## src/rv_pkg.sv

```systemverilog
package rv_pkg;

  localparam int XLEN       = 32;
  localparam int REG_ADDR_W = 5;
  localparam int REG_NUM    = 32;
  localparam int SHAMT_W    = 5;   // Shift amount field

  localparam logic [XLEN-1:0] INST_STEP = 32'd4;

  // funct3 of OP and OP-IMM
  localparam logic [2:0] F3_ADD  = 3'b000;
  localparam logic [2:0] F3_SLL  = 3'b001;
  localparam logic [2:0] F3_SLT  = 3'b010;
  localparam logic [2:0] F3_SLTU = 3'b011;
  localparam logic [2:0] F3_XOR  = 3'b100;
  localparam logic [2:0] F3_SR   = 3'b101;
  localparam logic [2:0] F3_OR   = 3'b110;
  localparam logic [2:0] F3_AND  = 3'b111;

  // funct3 of BRANCH
  localparam logic [2:0] F3_BEQ  = 3'b000;
  localparam logic [2:0] F3_BNE  = 3'b001;
  localparam logic [2:0] F3_BLT  = 3'b100;
  localparam logic [2:0] F3_BGE  = 3'b101;
  localparam logic [2:0] F3_BLTU = 3'b110;
  localparam logic [2:0] F3_BGEU = 3'b111;

  typedef enum logic [6:0] {
    OPC_LUI    = 7'b0110111,
    OPC_AUIPC  = 7'b0010111,
    OPC_JAL    = 7'b1101111,
    OPC_JALR   = 7'b1100111,
    OPC_BRANCH = 7'b1100011,
    OPC_OP_IMM = 7'b0010011,
    OPC_OP     = 7'b0110011
  } opcode_e;

  typedef enum logic [3:0] {
    ALU_ADD,
    ALU_SUB,
    ALU_SLL,
    ALU_SLT,
    ALU_SLTU,
    ALU_XOR,
    ALU_SRL,
    ALU_SRA,
    ALU_OR,
    ALU_AND
  } alu_op_e;

  typedef enum logic [3:0] {
    BR_NONE,
    BR_JAL,
    BR_JALR,
    BR_BEQ,
    BR_BNE,
    BR_BLT,
    BR_BGE,
    BR_BLTU,
    BR_BGEU
  } branch_e;

  typedef enum logic [1:0] {
    HS_IDLE,
    HS_BUSY,
    HS_ACK
  } hs_state_e;

endpackage

```

## src/rv_decode.sv

```systemverilog
`timescale 1ns/1ps

module rv_decode (
  input  logic                          clk_i,
  input  logic                          rst_n_i,
  input  logic                          req_i,
  input  logic [rv_pkg::XLEN-1:0]       inst_i,
  input  logic [rv_pkg::XLEN-1:0]       pc_i,
  input  logic                          ex_valid_i,
  input  logic [rv_pkg::XLEN-1:0]       rs1_data_i,
  input  logic [rv_pkg::XLEN-1:0]       rs2_data_i,
  output logic                          ack_o,
  output logic [rv_pkg::REG_ADDR_W-1:0] rs1_addr_o,
  output logic [rv_pkg::REG_ADDR_W-1:0] rs2_addr_o,
  output logic                          dec_valid_o,
  output rv_pkg::alu_op_e               alu_op_o,
  output rv_pkg::branch_e               branch_kind_o,
  output logic [rv_pkg::XLEN-1:0]       op_a_o,
  output logic [rv_pkg::XLEN-1:0]       op_b_o,
  output logic [rv_pkg::XLEN-1:0]       rs1_val_o,
  output logic [rv_pkg::XLEN-1:0]       rs2_val_o,
  output logic [rv_pkg::XLEN-1:0]       imm_o,
  output logic [rv_pkg::XLEN-1:0]       pc_o,
  output logic [rv_pkg::REG_ADDR_W-1:0] rd_o,
  output logic                          wb_en_o
);

  rv_pkg::hs_state_e        state;
  rv_pkg::opcode_e          opcode;
  logic [2:0]               funct3;
  logic                     accept;
  logic [rv_pkg::XLEN-1:0]  imm_i_type;
  logic [rv_pkg::XLEN-1:0]  imm_u_type;
  logic [rv_pkg::XLEN-1:0]  imm_j_type;
  logic [rv_pkg::XLEN-1:0]  imm_b_type;
  rv_pkg::alu_op_e          alu_op_d;
  rv_pkg::branch_e          branch_d;
  logic [rv_pkg::XLEN-1:0]  op_a_d;
  logic [rv_pkg::XLEN-1:0]  op_b_d;
  logic [rv_pkg::XLEN-1:0]  imm_d;
  logic                     wb_en_d;

  // alt selects SUB or SRA
  function automatic rv_pkg::alu_op_e alu_decode(input logic [2:0] f3, input logic alt);
    case (f3)
      rv_pkg::F3_ADD:  return alt ? rv_pkg::ALU_SUB : rv_pkg::ALU_ADD;
      rv_pkg::F3_SLL:  return rv_pkg::ALU_SLL;
      rv_pkg::F3_SLT:  return rv_pkg::ALU_SLT;
      rv_pkg::F3_SLTU: return rv_pkg::ALU_SLTU;
      rv_pkg::F3_XOR:  return rv_pkg::ALU_XOR;
      rv_pkg::F3_SR:   return alt ? rv_pkg::ALU_SRA : rv_pkg::ALU_SRL;
      rv_pkg::F3_OR:   return rv_pkg::ALU_OR;
      default:         return rv_pkg::ALU_AND;
    endcase
  endfunction

  assign opcode     = rv_pkg::opcode_e'(inst_i[6:0]);
  assign funct3     = inst_i[14:12];
  assign rs1_addr_o = inst_i[19:15];
  assign rs2_addr_o = inst_i[24:20];
  assign accept     = (state == rv_pkg::HS_IDLE) && req_i;

  assign imm_i_type = {{20{inst_i[31]}}, inst_i[31:20]};
  assign imm_u_type = {inst_i[31:12], 12'b0};
  assign imm_j_type = {{12{inst_i[31]}}, inst_i[19:12], inst_i[20], inst_i[30:21], 1'b0};
  assign imm_b_type = {{20{inst_i[31]}}, inst_i[7], inst_i[30:25], inst_i[11:8], 1'b0};

  always_comb begin
    alu_op_d = rv_pkg::ALU_ADD;  // Unknown opcode runs as NOP
    branch_d = rv_pkg::BR_NONE;
    op_a_d   = rs1_data_i;
    op_b_d   = rs2_data_i;
    imm_d    = '0;
    wb_en_d  = 1'b0;
    case (opcode)
      rv_pkg::OPC_LUI: begin
        op_a_d  = '0;
        op_b_d  = imm_u_type;
        imm_d   = imm_u_type;
        wb_en_d = 1'b1;
      end
      rv_pkg::OPC_AUIPC: begin
        op_a_d  = pc_i;
        op_b_d  = imm_u_type;
        imm_d   = imm_u_type;
        wb_en_d = 1'b1;
      end
      rv_pkg::OPC_JAL: begin
        branch_d = rv_pkg::BR_JAL;
        imm_d    = imm_j_type;
        wb_en_d  = 1'b1;
      end
      rv_pkg::OPC_JALR: begin
        branch_d = rv_pkg::BR_JALR;
        op_b_d   = imm_i_type;
        imm_d    = imm_i_type;
        wb_en_d  = 1'b1;
      end
      rv_pkg::OPC_BRANCH: begin
        imm_d = imm_b_type;
        case (funct3)
          rv_pkg::F3_BEQ:  branch_d = rv_pkg::BR_BEQ;
          rv_pkg::F3_BNE:  branch_d = rv_pkg::BR_BNE;
          rv_pkg::F3_BLT:  branch_d = rv_pkg::BR_BLT;
          rv_pkg::F3_BGE:  branch_d = rv_pkg::BR_BGE;
          rv_pkg::F3_BLTU: branch_d = rv_pkg::BR_BLTU;
          rv_pkg::F3_BGEU: branch_d = rv_pkg::BR_BGEU;
          default:         branch_d = rv_pkg::BR_NONE;
        endcase
      end
      rv_pkg::OPC_OP_IMM: begin
        alu_op_d = alu_decode(funct3, (funct3 == rv_pkg::F3_SR) && inst_i[30]);
        op_b_d   = imm_i_type;
        imm_d    = imm_i_type;
        wb_en_d  = 1'b1;
      end
      rv_pkg::OPC_OP: begin
        alu_op_d = alu_decode(funct3, inst_i[30]);
        wb_en_d  = 1'b1;
      end
      default: ;
    endcase
  end

  // Decoded fields, captured once per request
  always_ff @(posedge clk_i) begin
    if (accept) begin
      alu_op_o      <= alu_op_d;
      branch_kind_o <= branch_d;
      op_a_o        <= op_a_d;
      op_b_o        <= op_b_d;
      rs1_val_o     <= rs1_data_i;
      rs2_val_o     <= rs2_data_i;
      imm_o         <= imm_d;
      pc_o          <= pc_i;
      rd_o          <= inst_i[11:7];
      wb_en_o       <= wb_en_d;
    end
  end

  always_ff @(posedge clk_i) begin
    if (!rst_n_i) begin
      state       <= rv_pkg::HS_IDLE;
      ack_o       <= 1'b0;
      dec_valid_o <= 1'b0;
    end else begin
      dec_valid_o <= accept;
      case (state)
        rv_pkg::HS_IDLE: if (req_i) state <= rv_pkg::HS_BUSY;
        rv_pkg::HS_BUSY: begin
          if (ex_valid_i) begin  // Result lands this edge
            state <= rv_pkg::HS_ACK;
            ack_o <= 1'b1;
          end
        end
        rv_pkg::HS_ACK: begin
          if (!req_i) begin
            state <= rv_pkg::HS_IDLE;
            ack_o <= 1'b0;
          end
        end
        default: state <= rv_pkg::HS_IDLE;
      endcase
    end
  end

endmodule

```

## src/rv_execute.sv

```systemverilog
`timescale 1ns/1ps

module rv_execute (
  input  logic                          clk_i,
  input  logic                          rst_n_i,
  input  logic                          dec_valid_i,
  input  rv_pkg::alu_op_e               alu_op_i,
  input  rv_pkg::branch_e               branch_kind_i,
  input  logic [rv_pkg::XLEN-1:0]       op_a_i,
  input  logic [rv_pkg::XLEN-1:0]       op_b_i,
  input  logic [rv_pkg::XLEN-1:0]       rs1_val_i,
  input  logic [rv_pkg::XLEN-1:0]       rs2_val_i,
  input  logic [rv_pkg::XLEN-1:0]       imm_i,
  input  logic [rv_pkg::XLEN-1:0]       pc_i,
  input  logic [rv_pkg::REG_ADDR_W-1:0] rd_i,
  input  logic                          wb_en_i,
  output logic                          ex_valid_o,
  output logic [rv_pkg::XLEN-1:0]       ex_result_o,
  output logic [rv_pkg::XLEN-1:0]       ex_next_pc_o,
  output logic [rv_pkg::REG_ADDR_W-1:0] ex_rd_o,
  output logic                          ex_wb_en_o
);

  logic [rv_pkg::SHAMT_W-1:0] shamt;
  logic [rv_pkg::XLEN-1:0]    alu_res;
  logic [rv_pkg::XLEN-1:0]    link_addr;
  logic [rv_pkg::XLEN-1:0]    next_pc;
  logic                       taken;
  logic                       lt_s;
  logic                       lt_u;

  assign shamt     = op_b_i[rv_pkg::SHAMT_W-1:0];
  assign link_addr = pc_i + rv_pkg::INST_STEP;
  assign lt_s      = $signed(rs1_val_i) < $signed(rs2_val_i);
  assign lt_u      = rs1_val_i < rs2_val_i;

  always_comb begin
    case (alu_op_i)
      rv_pkg::ALU_SUB:  alu_res = op_a_i - op_b_i;
      rv_pkg::ALU_SLL:  alu_res = op_a_i << shamt;
      rv_pkg::ALU_SLT:  alu_res = {31'b0, $signed(op_a_i) < $signed(op_b_i)};
      rv_pkg::ALU_SLTU: alu_res = {31'b0, op_a_i < op_b_i};
      rv_pkg::ALU_XOR:  alu_res = op_a_i ^ op_b_i;
      rv_pkg::ALU_SRL:  alu_res = op_a_i >> shamt;
      rv_pkg::ALU_SRA:  alu_res = $unsigned($signed(op_a_i) >>> shamt);
      rv_pkg::ALU_OR:   alu_res = op_a_i | op_b_i;
      rv_pkg::ALU_AND:  alu_res = op_a_i & op_b_i;
      default:          alu_res = op_a_i + op_b_i;
    endcase
  end

  always_comb begin
    case (branch_kind_i)
      rv_pkg::BR_BEQ:  taken = (rs1_val_i == rs2_val_i);
      rv_pkg::BR_BNE:  taken = (rs1_val_i != rs2_val_i);
      rv_pkg::BR_BLT:  taken = lt_s;
      rv_pkg::BR_BGE:  taken = !lt_s;
      rv_pkg::BR_BLTU: taken = lt_u;
      rv_pkg::BR_BGEU: taken = !lt_u;
      default:         taken = 1'b0;
    endcase
    if (branch_kind_i == rv_pkg::BR_JALR)
      next_pc = rs1_val_i + imm_i;  // Bit 0 kept as is
    else if (taken || branch_kind_i == rv_pkg::BR_JAL)
      next_pc = pc_i + imm_i;
    else
      next_pc = link_addr;
  end

  always_ff @(posedge clk_i) begin
    if (dec_valid_i) begin
      ex_result_o  <= (branch_kind_i == rv_pkg::BR_JAL || branch_kind_i == rv_pkg::BR_JALR) ?
                      link_addr : alu_res;
      ex_next_pc_o <= next_pc;
      ex_rd_o      <= rd_i;
      ex_wb_en_o   <= wb_en_i;
    end
  end

  always_ff @(posedge clk_i) begin
    if (!rst_n_i) ex_valid_o <= 1'b0;
    else          ex_valid_o <= dec_valid_i;
  end

endmodule

```

## src/rv_result.sv

```systemverilog
`timescale 1ns/1ps

module rv_result (
  input  logic                          clk_i,
  input  logic                          rst_n_i,
  input  logic                          ex_valid_i,
  input  logic [rv_pkg::XLEN-1:0]       ex_result_i,
  input  logic [rv_pkg::XLEN-1:0]       ex_next_pc_i,
  input  logic [rv_pkg::REG_ADDR_W-1:0] ex_rd_i,
  input  logic                          ex_wb_en_i,
  input  logic [rv_pkg::REG_ADDR_W-1:0] rs1_addr_i,
  input  logic [rv_pkg::REG_ADDR_W-1:0] rs2_addr_i,
  output logic [rv_pkg::XLEN-1:0]       rs1_data_o,
  output logic [rv_pkg::XLEN-1:0]       rs2_data_o,
  output logic [rv_pkg::XLEN-1:0]       result_o,
  output logic [rv_pkg::XLEN-1:0]       next_pc_o,
  output logic [rv_pkg::REG_ADDR_W-1:0] wb_rd_o
);

  logic [rv_pkg::XLEN-1:0] regs [rv_pkg::REG_NUM];
  logic                    wr_en;

  // x0 is never written
  assign wr_en = ex_valid_i && ex_wb_en_i && (ex_rd_i != '0);

  assign rs1_data_o = (rs1_addr_i == '0) ? '0 : regs[rs1_addr_i];
  assign rs2_data_o = (rs2_addr_i == '0) ? '0 : regs[rs2_addr_i];

  always_ff @(posedge clk_i) begin
    if (!rst_n_i) begin
      for (int i = 0; i < rv_pkg::REG_NUM; i++)
        regs[i] <= '0;
    end else if (wr_en) begin
      regs[ex_rd_i] <= ex_result_i;
    end
  end

  // Held until the next instruction completes
  always_ff @(posedge clk_i) begin
    if (!rst_n_i) begin
      result_o  <= '0;
      next_pc_o <= '0;
      wb_rd_o   <= '0;
    end else if (ex_valid_i) begin
      result_o  <= wr_en ? ex_result_i : '0;
      next_pc_o <= ex_next_pc_i;
      wb_rd_o   <= wr_en ? ex_rd_i : '0;
    end
  end

endmodule

```

## src/rv_core.sv

```systemverilog
`timescale 1ns/1ps

module rv_core (
  input  logic                          clk_i,
  input  logic                          rst_n_i,
  input  logic                          req_i,
  input  logic [rv_pkg::XLEN-1:0]       inst_i,
  input  logic [rv_pkg::XLEN-1:0]       pc_i,
  output logic                          ack_o,
  output logic [rv_pkg::XLEN-1:0]       result_o,
  output logic [rv_pkg::XLEN-1:0]       next_pc_o,
  output logic [rv_pkg::REG_ADDR_W-1:0] wb_rd_o
);

  logic                          dec_valid;
  rv_pkg::alu_op_e               alu_op;
  rv_pkg::branch_e               branch_kind;
  logic [rv_pkg::XLEN-1:0]       op_a;
  logic [rv_pkg::XLEN-1:0]       op_b;
  logic [rv_pkg::XLEN-1:0]       rs1_val;
  logic [rv_pkg::XLEN-1:0]       rs2_val;
  logic [rv_pkg::XLEN-1:0]       imm;
  logic [rv_pkg::XLEN-1:0]       pc;
  logic [rv_pkg::REG_ADDR_W-1:0] rd;
  logic                          wb_en;
  logic [rv_pkg::REG_ADDR_W-1:0] rs1_addr;
  logic [rv_pkg::REG_ADDR_W-1:0] rs2_addr;
  logic [rv_pkg::XLEN-1:0]       rs1_data;
  logic [rv_pkg::XLEN-1:0]       rs2_data;
  logic                          ex_valid;   // Also closes the handshake
  logic [rv_pkg::XLEN-1:0]       ex_result;
  logic [rv_pkg::XLEN-1:0]       ex_next_pc;
  logic [rv_pkg::REG_ADDR_W-1:0] ex_rd;
  logic                          ex_wb_en;

  rv_decode u_decode (
    .clk_i         (clk_i),
    .rst_n_i       (rst_n_i),
    .req_i         (req_i),
    .inst_i        (inst_i),
    .pc_i          (pc_i),
    .ex_valid_i    (ex_valid),
    .rs1_data_i    (rs1_data),
    .rs2_data_i    (rs2_data),
    .ack_o         (ack_o),
    .rs1_addr_o    (rs1_addr),
    .rs2_addr_o    (rs2_addr),
    .dec_valid_o   (dec_valid),
    .alu_op_o      (alu_op),
    .branch_kind_o (branch_kind),
    .op_a_o        (op_a),
    .op_b_o        (op_b),
    .rs1_val_o     (rs1_val),
    .rs2_val_o     (rs2_val),
    .imm_o         (imm),
    .pc_o          (pc),
    .rd_o          (rd),
    .wb_en_o       (wb_en)
  );

  rv_execute u_execute (
    .clk_i         (clk_i),
    .rst_n_i       (rst_n_i),
    .dec_valid_i   (dec_valid),
    .alu_op_i      (alu_op),
    .branch_kind_i (branch_kind),
    .op_a_i        (op_a),
    .op_b_i        (op_b),
    .rs1_val_i     (rs1_val),
    .rs2_val_i     (rs2_val),
    .imm_i         (imm),
    .pc_i          (pc),
    .rd_i          (rd),
    .wb_en_i       (wb_en),
    .ex_valid_o    (ex_valid),
    .ex_result_o   (ex_result),
    .ex_next_pc_o  (ex_next_pc),
    .ex_rd_o       (ex_rd),
    .ex_wb_en_o    (ex_wb_en)
  );

  rv_result u_result (
    .clk_i         (clk_i),
    .rst_n_i       (rst_n_i),
    .ex_valid_i    (ex_valid),
    .ex_result_i   (ex_result),
    .ex_next_pc_i  (ex_next_pc),
    .ex_rd_i       (ex_rd),
    .ex_wb_en_i    (ex_wb_en),
    .rs1_addr_i    (rs1_addr),
    .rs2_addr_i    (rs2_addr),
    .rs1_data_o    (rs1_data),
    .rs2_data_o    (rs2_data),
    .result_o      (result_o),
    .next_pc_o     (next_pc_o),
    .wb_rd_o       (wb_rd_o)
  );

endmodule

```

## config.mk

```make
export PLATFORM = sky130hd
export DESIGN_NAME = rv_core
export DESIGN_NICKNAME = d
export VERILOG_FILES = /design/src/rv_pkg.sv /design/src/rv_decode.sv /design/src/rv_execute.sv /design/src/rv_result.sv /design/src/rv_core.sv
export SDC_FILE = /design/constraint.sdc
export NUM_CORES = 2
export LEC_CHECK = 0
export BUFFER_PORTS_ARGS = -buffer_cell sky130_fd_sc_hd__clkbuf_2
export CAP_MARGIN = 20
export CORE_MARGIN = 2
export CORE_UTILIZATION = 53
export CTS_CLUSTER_DIAMETER = 30
export DETAILED_ROUTE_END_ITERATION = 6
export PLACE_DENSITY_LB_ADDON = 0.25
export SYNTH_ARGS = -nofsm -noshare
export SYNTH_HDL_FRONTEND = slang
export SYNTH_SLANG_ARGS = --single-unit
```

## constraint.sdc

```tcl
create_clock -name clk_i -period 24.5 [get_ports clk_i]
set_clock_uncertainty 0.15 [all_clocks]
set_input_delay 2.45 -clock clk_i [delete_from_list [all_inputs] [get_ports clk_i]]
set_output_delay 2.45 -clock clk_i [all_outputs]
set_load 0.005 [all_outputs]
```

# Word-level counts from Yosys, hierarchy flattened
# Memory sizes are Yosys's and may differ from the RTL's.
# Index checks and enable logic that the tools add are counted.
[word_totals] regBits=350 ramBits=1024 in_bits=67 elab_cells=131 memories=1
[memory_table] name="u_result.regs" depth=32 word_bits=32 read_ports=2 rd_ports_with_merged_regs=0 wr=32 line="rv_result.sv:20" text="logic [rv_pkg::XLEN-1:0] regs [rv_pkg::REG_NUM];"
[classes] addsub=5 n_lt_le_gt_ge=4 eq_ne=38 shift=3 n_mux=36 bitwise_logic=3 n_reduce_logical=20
[ops] cell="$pmux 32 s9" count=1
[ops] cell="$mux 32" count=7
[ops] cell="$lt 32x32->1" count=4
[ops] cell="$pmux 32 s2" count=2
[ops] cell="$pmux 32 s4" count=1
[ops] cell="$add 32x32->32" count=3
[ops] cell="$pmux 4 s7" count=2
[ops] cell="$add 32x3->32 const B" count=1
[ops] cell="$and 32x32->32" count=1
[ops] cell="$eq 32x32->1" count=1
[ops] cell="$eq 4x3->1 const B" count=8
[ops] cell="$ne 32x32->1" count=1
[ops] cell="$or 32x32->32" count=1
[ops] cell="$reduce_or 32->1" count=1
[ops] cell="$shl 32x5->32" count=1
[ops] cell="$shr 32x5->32" count=1
[ops] cell="$sshr 32x5->32" count=1
[ops] cell="$sub 32x32->32" count=1
[ops] cell="$xor 32x32->32" count=1
[ops] cell="$pmux 4 s6" count=1
[ops] cell="$eq 7x7->1 const B" count=3
[ops] cell="$eq 4x2->1 const B" count=4
[ops] cell="$eq 7x5->1 const B" count=2
[ops] cell="$eq 7x6->1 const B" count=2
[ops] cell="other kinds (28)" count=58

# Longest topological paths before layout
[logic_depth] depth_word=7 ltp_mapped=16 ltp_nobuf=14

# Hierarchy
# Synthesis repeated with hierarchy kept, for this count alone.
[hier_totals] cells_unflattened=6541 hier_area_um2=81107.8
[modules_own_cells] module="rv_result" instances=1 cells_per_inst=3989 area_per_inst_um2=57351.3
[modules_own_cells] module="rv_execute" instances=1 cells_per_inst=2065 area_per_inst_um2=15762.6
[modules_own_cells] module="rv_decode" instances=1 cells_per_inst=487 area_per_inst_um2=7993.9

# Least setup slack after synthesis
# OpenSTA, ideal clock, no wires.
[synth_path] kind="input-to-reg" startpoint="input req_i" endpoint="register u_decode.state[0]" setup_ns=0.059 arrival_ns=18.396 required_ns=24.291 setup_slack_ns=5.895 cell_stages=3 path_cell_list="nor3b_1 > and2_1 > a31o_2"
[synth_between] elab_chain_cells=2 word_cells_on_any_way=3
[synth_rtl] element="start, declared" line="rv_core.sv:6" text="input logic req_i,"
[synth_rtl] element="$ne 2x2->1 (no source line)"
[synth_rtl] element="$reduce_and 3->1 (no source line) (*)"
[synth_rtl] element="end signal, assigned" line="rv_decode.sv:143" text="state <= rv_pkg::HS_IDLE;"
[synth_rtl] element="end signal, assigned" line="rv_decode.sv:149" text="rv_pkg::HS_IDLE: if (req_i) state <= rv_pkg::HS_BUSY;"
[synth_rtl] element="end signal, assigned" line="rv_decode.sv:152" text="state <= rv_pkg::HS_ACK;"
[synth_rtl] element="end, declared" line="rv_decode.sv:28" text="rv_pkg::hs_state_e state;"
# Every way passes the cells marked *; elsewhere a longest branch is shown, timed or not.
# A chain may end at the register's enable or synchronous reset.

# Final worst setup path
[layout_path] startpoint="input inst_i[15] in the netlist's numbering" endpoint="register u_decode.op_a_o[19] in the netlist's numbering (data pin)"
[layout_between] elab_chain_cells=3 word_cells_on_any_way=4
[layout_rtl] element="start, declared" line="rv_core.sv:7" text="input logic [rv_pkg::XLEN-1:0] inst_i,"
[layout_rtl] element="$mem_v2 32x32 or $logic_not 5->1 (tied branches)"
[layout_rtl] element="$mux 32 (*)" line="rv_result.sv:26" text="assign rs1_data_o = (rs1_addr_i == '0) ? '0 : regs[rs1_addr_i];"
[layout_rtl] element="net rs1_data, one bit" line="rv_core.sv:28" text="logic [rv_pkg::XLEN-1:0] rs1_data;"
[layout_rtl] element="$pmux 32 s2 (*)" line="rv_decode.sv:75" text="case (opcode)"
[layout_rtl] element="net u_decode.op_a_d, one bit" line="rv_decode.sv:38" text="logic [rv_pkg::XLEN-1:0] op_a_d;"
[layout_rtl] element="end signal, assigned" line="rv_decode.sv:130" text="op_a_o <= op_a_d;"
[layout_rtl] element="end, declared" line="rv_decode.sv:18" text="output logic [rv_pkg::XLEN-1:0] op_a_o,"
# Mark *: on every way through the listed nets, which the timed path passes. The rest lies on a longest branch.

==> out/results.tsv <==
stage	metric	value	unit
timing	finalCritPeriodShare	25.2	%
place	gp_congestion	1.01	
clocking	cts_resized	0	
detailed_routing	ant_nets	0	
yosys	muxShareOfSynthArea	21.5	%
floorplan	die_w	392	um
floorplan	initial_core_util	53.3	%
yosys	syn_area	79700	um^2
clocking	clk_latency	0.92	ns
detailed_routing	drt_first_pass_iters	7	
clocking	clk_path_buf_depth	4	
yosys	ys_seq_area_share	50.9	%
timing	setup_viol	0	
finish	nets	6265	
yosys	synth_cell_type_count	92	
floorplan	io_pins	137	
setup_path	cpMostUsedCell	mux4_2	
place	dpl_cell_area	82800	um^2
floorplan	core_area	150000	um^2
setup_path	crit_chain	buf_8 -> buf_12 -> buf_4 -> mux4_2 -> mux4_2 -> nand2b_1 -> a21oi_1 -> and2_1 -> a31o_2	
run	cap_violations	0	
yosys	yosysWarnings	0	
timing	worstMarginPinSlew	1.20	ns
finish	synthToLayoutAreaGrowth	17.1	%
detailed_routing	post-route-drc-count	4	
setup_path	critical-path-max-stage-delay	0.84	ns
clocking	clock-sinks	1374	
grt	grt_overflow	0	
clocking	h-tree-depth	5	
setup_path	startpoint_type	primary input	
grt	antenna_found_initial	17	
clocking	cts_setup_buffers	0	
finish	finalCoreUtilization	62.4	%
grt	grt_pass1_vias	55800	
setup_path	cp_slowest_cell	buf_4	
timing	slew-limit-headroom	19.4	%
yosys	async_flop_share	0	%
floorplan	dieArea	153000	um^2
yosys	ys.flop_type	edfxtp_1	
timing	rsz0062_at_grt	no	
detailed_routing	routed_wl	284000	um
timing	slew_viol_final	0	
yosys	yosysTopAreaCellShare	49.0	%
clocking	cts_made_buffers	316	
floorplan	die_h	392	um
timing	max_freq	162	MHz
outcome	status	finished with violations	
detailed_routing	first_iter_violations	8348	
yosys	synthTopCellsByArea	edfxtp_1, mux4_2, and2_1	
floorplan	rows	142	
setup_path	worstSetupPathType	in -> reg	
grt	track_usage	37.1	%
setup_path	crit_required	24.99	ns
yosys	synth_compound_area_share	7.30	%
detailed_routing	via_per_inst	6.87	
grt	grt_pass1_wl	402000	um
timing	fin_crit	6.18	ns
yosys	synth_area_leader_cell	edfxtp_1	
timing	hold_viol	0	
setup_path	crit_path_end_kind	register	
finish	regMostFlops	u_result.regs	
grt	grt_max_degree	166	
power_and_ir_drop	finalPower	8.08	mW
yosys	synth_fa_ha_area_share	3.12	%
timing	holdWs	0.266	ns
power_and_ir_drop	ir_worst_vdd	0.0772	mV
yosys	syn_area_per_cell	13.6	um^2
clocking	hold_buffers	0	
place	post-place-ws	17.46	ns
finish	largest_reg_flops	1024	
detailed_routing	vias	56700	
timing	worst_slack	18.32	ns
place	placed_cells	7692	
finish	nFillCells	10900	
yosys	synth-edff-count	1300	
place	port_buffers	136	
place	dpl.hpwl	177000	um
yosys	ys_ff_latch	1374	
power_and_ir_drop	p_leak	34.9	nW
setup_path	crit_arrival	6.67	ns
yosys	yosys.area_share.simple	12.9	%
setup_path	cp_max_fo	103	
yosys	synth_top_family_by_area	multiplexers	
clocking	cts_root_buf	clkbuf_16	
finish	layout.cells.non_filler	8257	
clocking	clkTransAtPathRegs	0.05	ns
detailed_routing	wl_per_cell	34.4	um
yosys	synth_xor_area_share	1.01	%
finish	stdcell_area	93300	um^2
finish	drive_above_1_share	26.2	%
clocking	cts_tree	done	
timing	fin_tns_setup	0	ns
power_and_ir_drop	powerDensity	86.6	nW/um^2
min_path	min_path_type	reg -> reg	
yosys	netlist_instances	5877	
outcome	violations	DRC	
-- area by class of cell --
class	count	area [um^2]	share of cell area, %
Multi-Input combinational cell	3869	37200	39.9
Inverter	152	572	0.613
Tap cell	2016	2520	2.70
Sequential cell	1374	40500	43.4
Timing Repair Buffer	289	2150	2.31
Antenna cell	5	12.5	0.0134
Clock buffer	377	8510	9.12
Clock inverter	175	1820	1.95
-- routing by layer --
layer  vias to the layer above  track usage [%]  wire length (um)
met5                         -                0                91
met3                       909             9.65             34500
met4                        14             22.6             19700
li1                      22900                -                 -
met2                      4258             57.7            132000
met1                     28600             46.8             97900
-- worst max-delay path, delay by kind of cell --
| kind | cells | cell delay, ns |
|---|---|---|
| AOI/OAI and AO/OA | 2 | 0.32 |
| buffers and inverters | 3 | 2.10 |
| muxes | 2 | 1.10 |
| and+or+nand+nor | 2 | 0.30 |
-- layout by cell type (no fill, tap or decap), drive strengths merged, types with 13 or more instances in the layout --
cell type	count
a21oi	256
and3	20
a22o	48
or3	16
dfxtp	74
clkbuf	502
edfxtp	1300
nor4	13
a31oi	19
nand2b	50
o21a	23
nand4	28
inv	169
a221o	38
nor3	42
mux4	706
a22oi	23
and2	1048
xor2	54
a211oi	21
nor2	305
o31ai	13
o211ai	35
o221ai	17
o21ai	161
o21bai	21
xnor2	38
clkinvlp	33
bufinv	29
nand3	52
conb	32
nor2b	32
buf	164
ha	192
o2111ai	13
a21o	48
a31o	35
nand2	212
mux2i	116
clkinv	96
-- path summary, 6_finish.rpt --
check                              end  depth (start not counted)  slack (ns)          startpoint
max                u_decode.op_a_o[19]                          9       18.32          inst_i[15]
min               u_execute.ex_rd_o[2]                          0        0.27    u_decode.rd_o[2]
max reg2reg  u_execute.ex_result_o[28]                         14       19.18  u_decode.op_b_o[2]
min reg2reg       u_execute.ex_rd_o[2]                          0        0.27    u_decode.rd_o[2]
-- cell usage after synthesis (all sizes together) (35+ instances only) --
master and instances:
inv 150, edfxtp 1300, a21o 48, ha 192
dfxtp 74, a22o 48, mux2i 116, clkbuf 396
a31o 35, a21oi 256, o211ai 35, mux4 706
buf 117, and2 1048, nand2b 50, nand2 212
o21ai 161, a221o 38, nor3 42, nor2 305
xor2 54, xnor2 38, nand3 52
-- power breakdown --
group | total, mW | leakage (nW) | switching [mW] | internal, mW
clock network | 4.10 | 4.98 | 1.33 | 2.77
registers | 2.84 | 13.8 | 0.129 | 2.71
logic | 1.15 | 16.1 | 0.699 | 0.446
total | 8.08 | 34.9 | 2.16 | 5.92
-- cell families (layout without fill, tap and decap cells) --
family,count (synthesis),count (layout)
AO/OA/AOI/OAI,864,864
AND/OR/NAND/NOR,1857,1857
other,1,37
XOR/XNOR,92,92
multiplexers,828,828
buffers and inverters,665,993
adder cells (fa/ha/maj),196,196
flip-flops,1374,1374
Note: power is estimated with default switching activity, not from simulation.
